`src/verilog/edt_pkg.sv`:
```
////////////////////////////////////////
// Shared constants and types for the EDT decompressor
// Import with a wildcard in the module header
////////////////////////////////////////

package edt_pkg;

	////////////////////////////////////////
	// Ring generator geometry
	////////////////////////////////////////

	// Fixed by x32 + x27 + x21 + x16 + x10 + x5 + 1
	localparam int RING_WIDTH = 32;

	// Tester channels, injected at even stages 0 to 14
	localparam int INJ_WIDTH = 8;

	////////////////////////////////////////
	// Controller
	////////////////////////////////////////

	// One pattern walks through all four states in order
	typedef enum logic [1:0] {
		// Waiting for a start pulse
		ST_IDLE    = 2'd0,
		// Ring loading, chains hold
		ST_INIT    = 2'd1,
		// Chains shift, injection continues
		ST_SHIFT   = 2'd2,
		// Single capture cycle, ring holds
		ST_CAPTURE = 2'd3
	} ctrl_state_t;

endpackage

```
`src/verilog/edt_controller.sv`:
```
////////////////////////////////////////
// Pattern sequencer for the decompressor
// Runs clear, init, shift and capture per start
////////////////////////////////////////

module edt_controller
	import edt_pkg::*;
(
	input  logic i_clk,
	input  logic i_rst,
	input  logic i_start,
	input  logic i_last,
	output logic o_ring_clr,
	output logic o_ring_en,
	output logic o_cnt_load_init,
	output logic o_cnt_load_shift,
	output logic o_cnt_en,
	output logic o_busy,
	output logic o_shift_en,
	output logic o_capture,
	output logic o_done
);

	ctrl_state_t state_q;
	ctrl_state_t state_d;

	////////////////////////////////////////
	// Next state
	////////////////////////////////////////

	always_comb begin
		state_d = state_q;
		case (state_q)
			ST_IDLE: begin
				if (i_start) begin
					state_d = ST_INIT;
				end
			end
			ST_INIT: begin
				if (i_last) begin
					state_d = ST_SHIFT;
				end
			end
			ST_SHIFT: begin
				if (i_last) begin
					state_d = ST_CAPTURE;
				end
			end
			// Capture is always a single cycle
			ST_CAPTURE: state_d = ST_IDLE;
			default:    state_d = ST_IDLE;
		endcase
	end

	always_ff @(posedge i_clk or posedge i_rst) begin
		if (i_rst) begin
			state_q <= ST_IDLE;
		end else begin
			state_q <= state_d;
		end
	end

	////////////////////////////////////////
	// Outputs
	////////////////////////////////////////

	// Start acceptance, only seen while idle
	assign o_ring_clr      = (state_q == ST_IDLE) && i_start;
	assign o_cnt_load_init = (state_q == ST_IDLE) && i_start;

	// Ring and counter both run through init and shift
	assign o_ring_en = (state_q == ST_INIT) || (state_q == ST_SHIFT);
	assign o_cnt_en  = (state_q == ST_INIT) || (state_q == ST_SHIFT);

	// Hand over to the shift length on the last init cycle
	assign o_cnt_load_shift = (state_q == ST_INIT) && i_last;

	// Handshake levels and strobes
	assign o_busy     = (state_q != ST_IDLE);
	assign o_shift_en = (state_q == ST_SHIFT);
	assign o_capture  = (state_q == ST_CAPTURE);
	assign o_done     = (state_q == ST_CAPTURE);

endmodule

```
`src/verilog/edt_decompressor.sv`:
```
////////////////////////////////////////
// EDT decompressor top level
// Tester data on i_inject, scan-in bits on o_scan_in
////////////////////////////////////////

module edt_decompressor
	import edt_pkg::*;
#(
	parameter int CHAINS      = 16,
	parameter int CHAIN_LEN   = 24,
	parameter int INIT_CYCLES = 6
) (
	input  logic                 i_clk,
	input  logic                 i_rst,
	input  logic                 i_start,
	input  logic [INJ_WIDTH-1:0] i_inject,
	output logic                 o_busy,
	output logic                 o_shift_en,
	output logic [CHAINS-1:0]    o_scan_in,
	output logic                 o_capture,
	output logic                 o_done
);

	// Controller strobes
	logic ring_clr;
	logic ring_en;
	logic cnt_load_init;
	logic cnt_load_shift;
	logic cnt_en;
	// Counter feedback
	logic cnt_last;
	// Ring to phase shifter
	logic [RING_WIDTH-1:0] ring_state;

	////////////////////////////////////////
	// Control path
	////////////////////////////////////////

	edt_controller u_ctrl (
		.i_clk            (i_clk),
		.i_rst            (i_rst),
		.i_start          (i_start),
		.i_last           (cnt_last),
		.o_ring_clr       (ring_clr),
		.o_ring_en        (ring_en),
		.o_cnt_load_init  (cnt_load_init),
		.o_cnt_load_shift (cnt_load_shift),
		.o_cnt_en         (cnt_en),
		.o_busy           (o_busy),
		.o_shift_en       (o_shift_en),
		.o_capture        (o_capture),
		.o_done           (o_done)
	);

	shift_counter #(
		.INIT_CYCLES (INIT_CYCLES),
		.CHAIN_LEN   (CHAIN_LEN)
	) u_cnt (
		.i_clk        (i_clk),
		.i_rst        (i_rst),
		.i_load_init  (cnt_load_init),
		.i_load_shift (cnt_load_shift),
		.i_en         (cnt_en),
		.o_last       (cnt_last)
	);

	////////////////////////////////////////
	// Data path
	////////////////////////////////////////

	ring_generator u_ring (
		.i_clk    (i_clk),
		.i_rst    (i_rst),
		.i_clr    (ring_clr),
		.i_en     (ring_en),
		.i_inject (i_inject),
		.o_state  (ring_state)
	);

	// Zero latency, scan-in follows the current ring state
	phase_shifter #(
		.CHAINS (CHAINS)
	) u_ps (
		.i_state  (ring_state),
		.o_chains (o_scan_in)
	);

endmodule

```
`src/verilog/phase_shifter.sv`:
```
////////////////////////////////////////
// Phase shifter from ring state to scan-in bits
// Purely combinational, one output per scan chain
////////////////////////////////////////

module phase_shifter
	import edt_pkg::*;
#(
	parameter int CHAINS = 16
) (
	input  logic [RING_WIDTH-1:0] i_state,
	output logic [CHAINS-1:0]     o_chains
);

	// Tap offsets relative to the chain index
	localparam int TAP_A = 0;
	localparam int TAP_B = 9;
	localparam int TAP_C = 19;

	////////////////////////////////////////
	// Three-tap XOR per chain
	////////////////////////////////////////

	// Neighboring ring stages are shifted copies of each other,
	// mixing three distant stages breaks that correlation
	// between adjacent chains
	for (genvar j = 0; j < CHAINS; j++) begin : g_chain
		// Stage indices wrap around the ring
		localparam int IDX_A = (j + TAP_A) % RING_WIDTH;
		localparam int IDX_B = (j + TAP_B) % RING_WIDTH;
		localparam int IDX_C = (j + TAP_C) % RING_WIDTH;

		assign o_chains[j] = i_state[IDX_A] ^ i_state[IDX_B] ^ i_state[IDX_C];
	end

endmodule

```
`src/verilog/ring_generator.sv`:
```
////////////////////////////////////////
// 32-stage ring generator with eight injectors
// Clear starts a pattern, enable advances the ring
////////////////////////////////////////

module ring_generator
	import edt_pkg::*;
(
	input  logic                  i_clk,
	input  logic                  i_rst,
	input  logic                  i_clr,
	input  logic                  i_en,
	input  logic [INJ_WIDTH-1:0]  i_inject,
	output logic [RING_WIDTH-1:0] o_state
);

	// Stage registers
	logic [RING_WIDTH-1:0] ring_q;
	// Value after the next enabled edge
	logic [RING_WIDTH-1:0] ring_next;

	////////////////////////////////////////
	// Next-state logic
	////////////////////////////////////////

	always_comb begin
		// Plain shift toward stage 0, stage 31 wraps from stage 0
		ring_next = {ring_q[0], ring_q[RING_WIDTH-1:1]};

		// Polynomial feedback taps in the lower half
		ring_next[17] = ring_q[18] ^ ring_q[13];
		ring_next[20] = ring_q[21] ^ ring_q[11];
		ring_next[23] = ring_q[24] ^ ring_q[8];
		ring_next[25] = ring_q[26] ^ ring_q[5];
		ring_next[28] = ring_q[29] ^ ring_q[2];

		// Injector k lands on stage 2k
		for (int k = 0; k < INJ_WIDTH; k++) begin
			ring_next[2*k] = ring_next[2*k] ^ i_inject[k];
		end
	end

	////////////////////////////////////////
	// State register
	////////////////////////////////////////

	always_ff @(posedge i_clk or posedge i_rst) begin
		if (i_rst) begin
			ring_q <= '0;
		end else if (i_clr) begin
			// Clear wins over enable
			ring_q <= '0;
		end else if (i_en) begin
			ring_q <= ring_next;
		end
	end

	assign o_state = ring_q;

endmodule

```
`src/verilog/shift_counter.sv`:
```
////////////////////////////////////////
// Phase length down-counter
// Load a phase, enable each cycle, watch o_last
////////////////////////////////////////

module shift_counter #(
	parameter int INIT_CYCLES = 6,
	parameter int CHAIN_LEN   = 24
) (
	input  logic i_clk,
	input  logic i_rst,
	input  logic i_load_init,
	input  logic i_load_shift,
	input  logic i_en,
	output logic o_last
);

	// Wide enough for the longer phase
	localparam int MAX_LEN = (CHAIN_LEN > INIT_CYCLES) ? CHAIN_LEN : INIT_CYCLES;
	localparam int CNT_W   = $clog2(MAX_LEN + 1);

	logic [CNT_W-1:0] cnt_q;

	////////////////////////////////////////
	// Count register
	////////////////////////////////////////

	always_ff @(posedge i_clk or posedge i_rst) begin
		if (i_rst) begin
			cnt_q <= '0;
		end else if (i_load_init) begin
			cnt_q <= CNT_W'(INIT_CYCLES);
		end else if (i_load_shift) begin
			// Loaded on the last init cycle, overrides the decrement
			cnt_q <= CNT_W'(CHAIN_LEN);
		end else if (i_en && (cnt_q != '0)) begin
			cnt_q <= cnt_q - 1'b1;
		end
	end

	// Count of one marks the final cycle of the phase
	assign o_last = (cnt_q == CNT_W'(1));

endmodule
```
`config.mk`:
```
export PLATFORM = sky130hd
export DESIGN_NAME = edt_decompressor
export DESIGN_NICKNAME = d
export VERILOG_FILES = /design/src/verilog/edt_pkg.sv /design/src/verilog/edt_controller.sv /design/src/verilog/edt_decompressor.sv /design/src/verilog/phase_shifter.sv /design/src/verilog/ring_generator.sv /design/src/verilog/shift_counter.sv
export SDC_FILE = /design/constraint.sdc
export NUM_CORES = 1
export LEC_CHECK = 0
export ABC_AREA = 1
export BUFFER_PORTS_ARGS = -buffer_cell sky130_fd_sc_hd__buf_4
export CAP_MARGIN = 20
export CORE_MARGIN = 8
export CORE_UTILIZATION = 45
export CTS_CLUSTER_SIZE = 12
export DETAILED_ROUTE_END_ITERATION = 6
export PLACE_DENSITY_LB_ADDON = 0.2
export SYNTH_ARGS = -nofsm -noshare
export SYNTH_HDL_FRONTEND = slang
export SYNTH_HIERARCHICAL = 1
export SYNTH_SLANG_ARGS = --single-unit
```
`constraint.sdc`:
```
create_clock -name i_clk -period 1.9 [get_ports i_clk]
set_input_delay 0.19 -clock i_clk [delete_from_list [all_inputs] [get_ports i_clk]]
set_output_delay 0.19 -clock i_clk [all_outputs]
set_load 0.01 [all_outputs]
```
==> flow_metrics.env, run 1 <==
export IMPL_endpoint_kind="flip-flop"
export IMPL_worst_path_stages=7
export IMPL_dp_cells=489
export IMPL_final_cell_area_um2=2910
export IMPL_final_common_cell="nand2_1"
export IMPL_rsz0062_at_grt="no"
export IMPL_antennaDiodeCount=0
export IMPL_drv_cap=0
export IMPL_crit_arrival_ps=1740
export IMPL_drt_iter0_markers=85
export IMPL_min_period_ps=1520
export IMPL_numPortBuffers=30
export IMPL_worstPathRequired_ps=2130
export IMPL_final_util=0.534
export IMPL_avgSynthCellArea_um2=6.40
export IMPL_max_slew_margin=0.727
export IMPL_gp_congestion=0.837
export IMPL_cts_sinks=39
export IMPL_synthesis_nets=411
export IMPL_critPathMaxStageDelay_ps=420
export IMPL_gr_total_overflow=0
export IMPL_grt_pass1_wl_um=9560
export IMPL_yosysSeqAreaShare=0.388
export IMPL_setup_viol=0
export IMPL_hp_start="i_inject[5]"
export IMPL_synth_compound_area_frac=0.0134
export IMPL_drive_gt1_frac=0.120
export IMPL_totalPowerFinal_mw=5.42
export IMPL_clk_latency_ps=290
export IMPL_setup_worst_path_start="u_ctrl/state_q[1]"
export IMPL_drt_pass1_iter_count=4
export IMPL_ys_warn_count=6
export IMPL_clock_fmax_mhz=659
export IMPL_worstPathCellList="inv_1, ha_1, inv_2, nor2_2, buf_12, nand3_1, nand2_1"
export IMPL_ant_nets=0
export IMPL_dp_hpwl_um=3920
export IMPL_synthSimpleGateAreaFrac=0.426
export IMPL_vias=2296
export IMPL_hold_slack_ps=175
export IMPL_tightest_slew_ps=410
export IMPL_slew_violations=0
export IMPL_ctsHoldBuffers=1
export IMPL_regToRegSetupSlack_ps=380
export IMPL_wire_per_inst_um=10.8
export IMPL_fp_dieH_um=90.8
export IMPL_fp_coreArea_um2=5440
export IMPL_nets=443
export IMPL_cts_tree="done"
export IMPL_htreeDepth=2
export IMPL_cp_start_kind="flip-flop"
export IMPL_area_delta_synth_final_pct=15.5
export IMPL_synthAdderAreaFrac=0.0348
export IMPL_post_route_drc_count=0
export IMPL_netlist_cell_type_count=18
export IMPL_p_per_area_nw_per_um2=1870
export IMPL_crit_type="flip-flop to flip-flop"
export IMPL_min_period_over_period=0.798
export IMPL_root_buffer="clkbuf_8"
export IMPL_synth_xor_area_frac=0.00348
export IMPL_most_common_layout_cells="204 x nand2_1, 71 x inv_1, 41 x nand3_1"
export IMPL_reg2regPathDepth=7
export IMPL_floorplan_initialDensity=0.463
export IMPL_finalHoldViolations=0
export IMPL_vias_per_cell=4.61
export IMPL_status="finished, final reports clean"
export IMPL_dpl_instance_area_um2=2810
export IMPL_fillers=537
export IMPL_reg2reg_from="u_ctrl/state_q[1]"
export IMPL_worst_path_max_delay_cell="ha_1"
export IMPL_p_leak_nw=1.71
export IMPL_io_pin_count=31
export IMPL_clk_pin_slew_ps=70
export IMPL_track_usage=0.138
export IMPL_ys_ff_latch=39
export IMPL_clock_skew_ps=5.04
export IMPL_dieArea_um2=8240
export IMPL_antenna_found_initial=0
export IMPL_dp_slack_ps=396
export IMPL_path_max_fanout=30
export IMPL_cts_max_path_buffers=2
export IMPL_netlist_instances=393
export IMPL_grt_pass1_vias=2195
export IMPL_fin_cells=498
export IMPL_synth_area_um2=2520
export IMPL_r2r_end="u_ring/o_state[25]"
export IMPL_peakVddDrop_mv=1.15
export IMPL_grt_max_degree=33
export IMPL_crit_end="u_ring/o_state[25]"
export IMPL_fin_setup_tns_ps=0
export IMPL_holdCritPathClass="input port to flip-flop"
export IMPL_post_cts_resized=0
export IMPL_synthMuxAreaShare=0
export IMPL_cts_setup_buffers=0
export IMPL_cpLargestDelayFamily="adder cells"
export IMPL_rows=27
export IMPL_setup_ws_ps=383
export IMPL_fp_dieW_um=90.8
export IMPL_crit_buf_inv=3
export IMPL_synth_top_family_by_area="simple AND/OR/NAND/NOR gates"
export IMPL_cts_buffers=5
export IMPL_wl_um=5380
## cell families (layout without fill, tap and decap cells)
| logic type | count (synthesis) | count (layout) |
|---|---|---|
| buf+inv | 82 | 115 |
| xor+xnor | 1 | 1 |
| flops | 39 | 39 |
| simple gates | 258 | 258 |
| compound gates | 6 | 6 |
| fa+ha+maj | 7 | 7 |
## report_power, final
group	internal [mW]	leakage, nW	switching [mW]	total, mW
registers	1.18	0.507	0.418	1.60
clock network	0.258	0.0422	0.279	0.536
logic	1.36	1.16	1.93	3.29
## final cells by class
type                            count  area [um2]  share of cell area
Clock buffer                        7        76.3              0.0263
Timing Repair Buffer               34         283              0.0973
Clock inverter                      1        5.00             0.00172
Tap cell                           72        90.1              0.0310
Inverter                           73         274              0.0943
Multi-Input combinational cell    272        1200               0.413
Sequential cell                    39         976               0.336
## flip-flops by register name, indices dropped and copies added (netlist names)
| register | flops |
|---|---|
| u_cnt/cnt_q | 5 |
| u_ctrl/state_q | 2 |
| u_ring/o_state | 32 |
## synth_stat cells
cell type,count,area (um2)
xnor2_1,1,8.76
ha_1,7,87.6
nand2_1,204,766
nor2_2,5,31.3
nand3_4,1,17.5
or2_1,1,6.26
nor2_1,3,11.3
o21ai_2,1,8.76
inv_2,2,7.51
o21ai_0,3,15.0
buf_2,1,5.00
nor2_4,1,11.3
inv_1,71,267
nand3_1,41,205
dfrtp_1,39,976
nand2_4,2,22.5
o21ai_1,2,10.0
buf_4,8,60.1
## worst min path at each step
stage / endpoint / depth (start not counted)
6_report: u_ring/o_state[10] / 4
5_1_grt: u_ring/o_state[14] / 4
4_1_cts: u_ring/o_state[2] / 4
3_5_place_dp: u_ctrl/state_q[1] / 2
3_3_place_gp: u_ctrl/state_q[1] / 2
2_1_floorplan: u_ctrl/state_q[0] / 1
## metal layers
layer | part of all wire | global-route usage | routed length [um] | vias up
met5 | 0 | 0 | 0 | -
met2 | 0.48 | 0.238 | 2590 | 36
met3 | 0.050 | 0.0333 | 267 | 5
met1 | 0.46 | 0.162 | 2450 | 1036
li1 | - | - | - | 1219
met4 | 0.013 | 0.0491 | 70 | 0
## tightest hold or removal path, stage by stage
cell and delay, ps:
buf_4 90, nand2_1 40, nand3_1 70, nand2_1 40
Power figures use the tool's default switching activity.
==> run 2, diff against run 1 <==
--- a/config.mk
+++ b/config.mk
@@ -5,7 +5,7 @@
 export SDC_FILE = /design/constraint.sdc
 export NUM_CORES = 1
 export LEC_CHECK = 0
-export ABC_AREA = 1
+export ABC_AREA = 0
 export BUFFER_PORTS_ARGS = -buffer_cell sky130_fd_sc_hd__buf_4
 export CAP_MARGIN = 20
 export CORE_MARGIN = 8
==> constraint.sdc (replaced) <==
create_clock -name i_clk -period 1.54 [get_ports i_clk]
set_input_delay 0.154 -clock i_clk [delete_from_list [all_inputs] [get_ports i_clk]]
set_output_delay 0.154 -clock i_clk [all_outputs]
set_load 0.01 [all_outputs]
==> flow_metrics.env, run 2 <==
export IMPL_status="complete, but fails checks"
export IMPL_violations="setup timing"
export IMPL_synth_top_cell_by_area="dfrtp_1"
export IMPL_dieArea_um2=7920
export IMPL_rsz0062_at_grt="yes"
export IMPL_min_period_over_period=1.07
export IMPL_largest_register_ffs=32
export IMPL_holdCritPathClass="input port to flip-flop"
export IMPL_worstPathCellList="inv_2, ha_4, or4b_4, a2111oi_4, a31o_1"
export IMPL_most_common_layout_cells="39 x buf_4, 33 x dfrtp_1, 31 x nor2_1"
export IMPL_dp_hpwl_um=3430
export IMPL_crit_buf_inv=1
export IMPL_synthSimpleGateAreaFrac=0.0888
export IMPL_fp_dieH_um=89.0
export IMPL_synthMuxAreaShare=0.0856
export IMPL_grt_max_degree=33
export IMPL_grt_pass1_vias=1626
export IMPL_critPathMaxStageDelay_ps=500
export IMPL_post_route_drc_count=0
export IMPL_synth_top_family_by_area="XOR/XNOR gates"
export IMPL_netlist_instances=187
export IMPL_cts_buffers=5
export IMPL_peakVddDrop_mv=1.21
export IMPL_floorplan_initialDensity=0.466
export IMPL_root_buffer="clkbuf_8"
export IMPL_wl_um=4830
export IMPL_synth_edf_count=0
export IMPL_antenna_found_initial=0
export IMPL_drive_gt1_frac=0.377
export IMPL_area_delta_synth_final_pct=21.3
export IMPL_nets=245
export IMPL_vias_per_cell=5.10
export IMPL_p_per_area_nw_per_um2=2150
export IMPL_ys_warn_count=6
export IMPL_wire_per_inst_um=16.2
export IMPL_max_slew_margin=0.727
export IMPL_synth_area_um2=2400
export IMPL_ant_nets=0
export IMPL_synth_area_leaders="dfrtp_1 41%, xor3_1 16%, mux2i_1 7.9%"
export IMPL_cts_sinks=39
export IMPL_ys_flop_type="dfrtp_1"
export IMPL_fin_cells=298
export IMPL_dp_cells=288
export IMPL_dp_slack_ps=-143
export IMPL_setup_ws_ps=-115
export IMPL_gp_congestion=0.799
export IMPL_io_pin_count=31
export IMPL_ys_ff_latch=39
export IMPL_synthesis_nets=205
export IMPL_gr_total_overflow=0
export IMPL_worstPathRequired_ps=1770
export IMPL_crit_arrival_ps=1880
export IMPL_drt_iter0_markers=65
export IMPL_fp_coreArea_um2=5140
export IMPL_async_flop_share=1.00
export IMPL_cts_tree="done"
export IMPL_track_usage=0.132
export IMPL_rows=26
export IMPL_finalHoldViolations=0
export IMPL_hold_slack_ps=161
export IMPL_cts_max_path_buffers=2
export IMPL_yosys_top_cells_count="39 x dfrtp_1, 31 x nor2_1, 19 x mux2i_1"
export IMPL_synthAdderAreaFrac=0.0366
export IMPL_cp_start_kind="flip-flop"
export IMPL_setup_viol=2
export IMPL_netlist_cell_type_count=34
export IMPL_clk_latency_ps=290
export IMPL_clock_fmax_mhz=604
export IMPL_fp_dieW_um=89.0
export IMPL_drt_pass1_iter_count=4
export IMPL_yosysSeqAreaShare=0.407
export IMPL_path_max_fanout=4
export IMPL_cpLargestDelayFamily="simple AND/OR/NAND/NOR gates"
export IMPL_p_leak_nw=1.46
export IMPL_endpoint_kind="flip-flop"
export IMPL_regToRegSetupSlack_ps=-120
export IMPL_tightest_slew_ps=409
export IMPL_synth_xor_area_frac=0.206
export IMPL_antennaDiodeCount=0
export IMPL_synth_compound_area_frac=0.112
export IMPL_min_period_ps=1660
export IMPL_worst_path_max_delay_cell="or4b_4"
export IMPL_final_common_cell="buf_4"
export IMPL_htreeDepth=2
export IMPL_grt_pass1_wl_um=8000
export IMPL_drv_cap=0
export IMPL_avgSynthCellArea_um2=12.8
export IMPL_numPortBuffers=30
export IMPL_slew_violations=0
export IMPL_clock_skew_ps=10.9
export IMPL_clk_pin_slew_ps=80
export IMPL_vias=1519
export IMPL_synth_top_cell_area_share=0.407
export IMPL_crit_type="flip-flop to flip-flop"
export IMPL_synth_most_common_cell="dfrtp_1"
## run 2: worst paths after layout
| path | from | end | depth (start not counted) |
|---|---|---|---|
| max | u_cnt/cnt_q[1] | u_cnt/cnt_q[0] | 5 |
| min | i_inject[3] | u_ring/o_state[6] | 3 |
| max reg2reg | u_cnt/cnt_q[1] | u_cnt/cnt_q[0] | 5 |
| min reg2reg | u_ring/o_state[17] | u_ring/o_state[16] | 2 |
| max in group asynchronous | i_rst | u_ring/o_state[11] | 4 |
| min in group asynchronous | i_rst | u_ctrl/state_q[1] | 3 |
## run 2: timing repair
item	CTS	global route
hold buffers	1	0
setup endpoints to repair	6	44
pin swaps	2	1
cloned	0	1
endpoints found under the hold margin	39	0
resized for setup	3	7
setup buffers	0	0
## run 2: layout make-up
cell class | count | area, um2
Fill cell | 448 | 2230
Multi-Input combinational cell | 127 | 1320
Sequential cell | 39 | 983
Timing Repair Buffer | 44 | 388
Tap cell | 70 | 87.6
Clock buffer | 6 | 72.6
Inverter | 10 | 37.5
Clock inverter | 2 | 12.5
## run 2: through the flow
| step | power, mW | instance area (um2) | util | setup TNS (ps) |
|---|---|---|---|---|
| after detailed placement | 5.62 | 2770 | 0.538 | -465 |
| after CTS | 6.34 | 2870 | 0.559 | -202 |
| after global routing | 6.67 | 2910 | 0.565 | -526 |
| after floorplan | 4.23 | 2440 | - | -48.8 |
| final | 6.24 | 2910 | 0.565 | -186 |
| after global placement | 5.53 | 2770 | 0.538 | -34.9 |
## run 2: metal layers
metal,up-vias,wire length (um),track usage
met3,8,191,0.0368
met4,0,87,0.0529
li1,726,-,-
met1,757,2140,0.162
met2,28,2410,0.216
met5,-,0,0
## run 2: report_power, final
group          switching [mW]  internal [mW]  leakage [nW]
clock                   0.357          0.317        0.0412
combinational            1.14           2.34         0.969
sequential              0.609           1.48         0.450
total                    2.11           4.13          1.46
## run 2: tightest hold or removal path: stages
cell,delay [ps]
buf_4,80
xnor2_1,120
a211oi_2,60
## run 2: cell families after synthesis
group / count (synthesis)
muxes: 20
buffers and inverters: 21
and+or+nand+nor: 45
adders and majority gates: 7
AOI/OAI and AO/OA: 26
DFF: 39
xor gates and xnor gates: 29
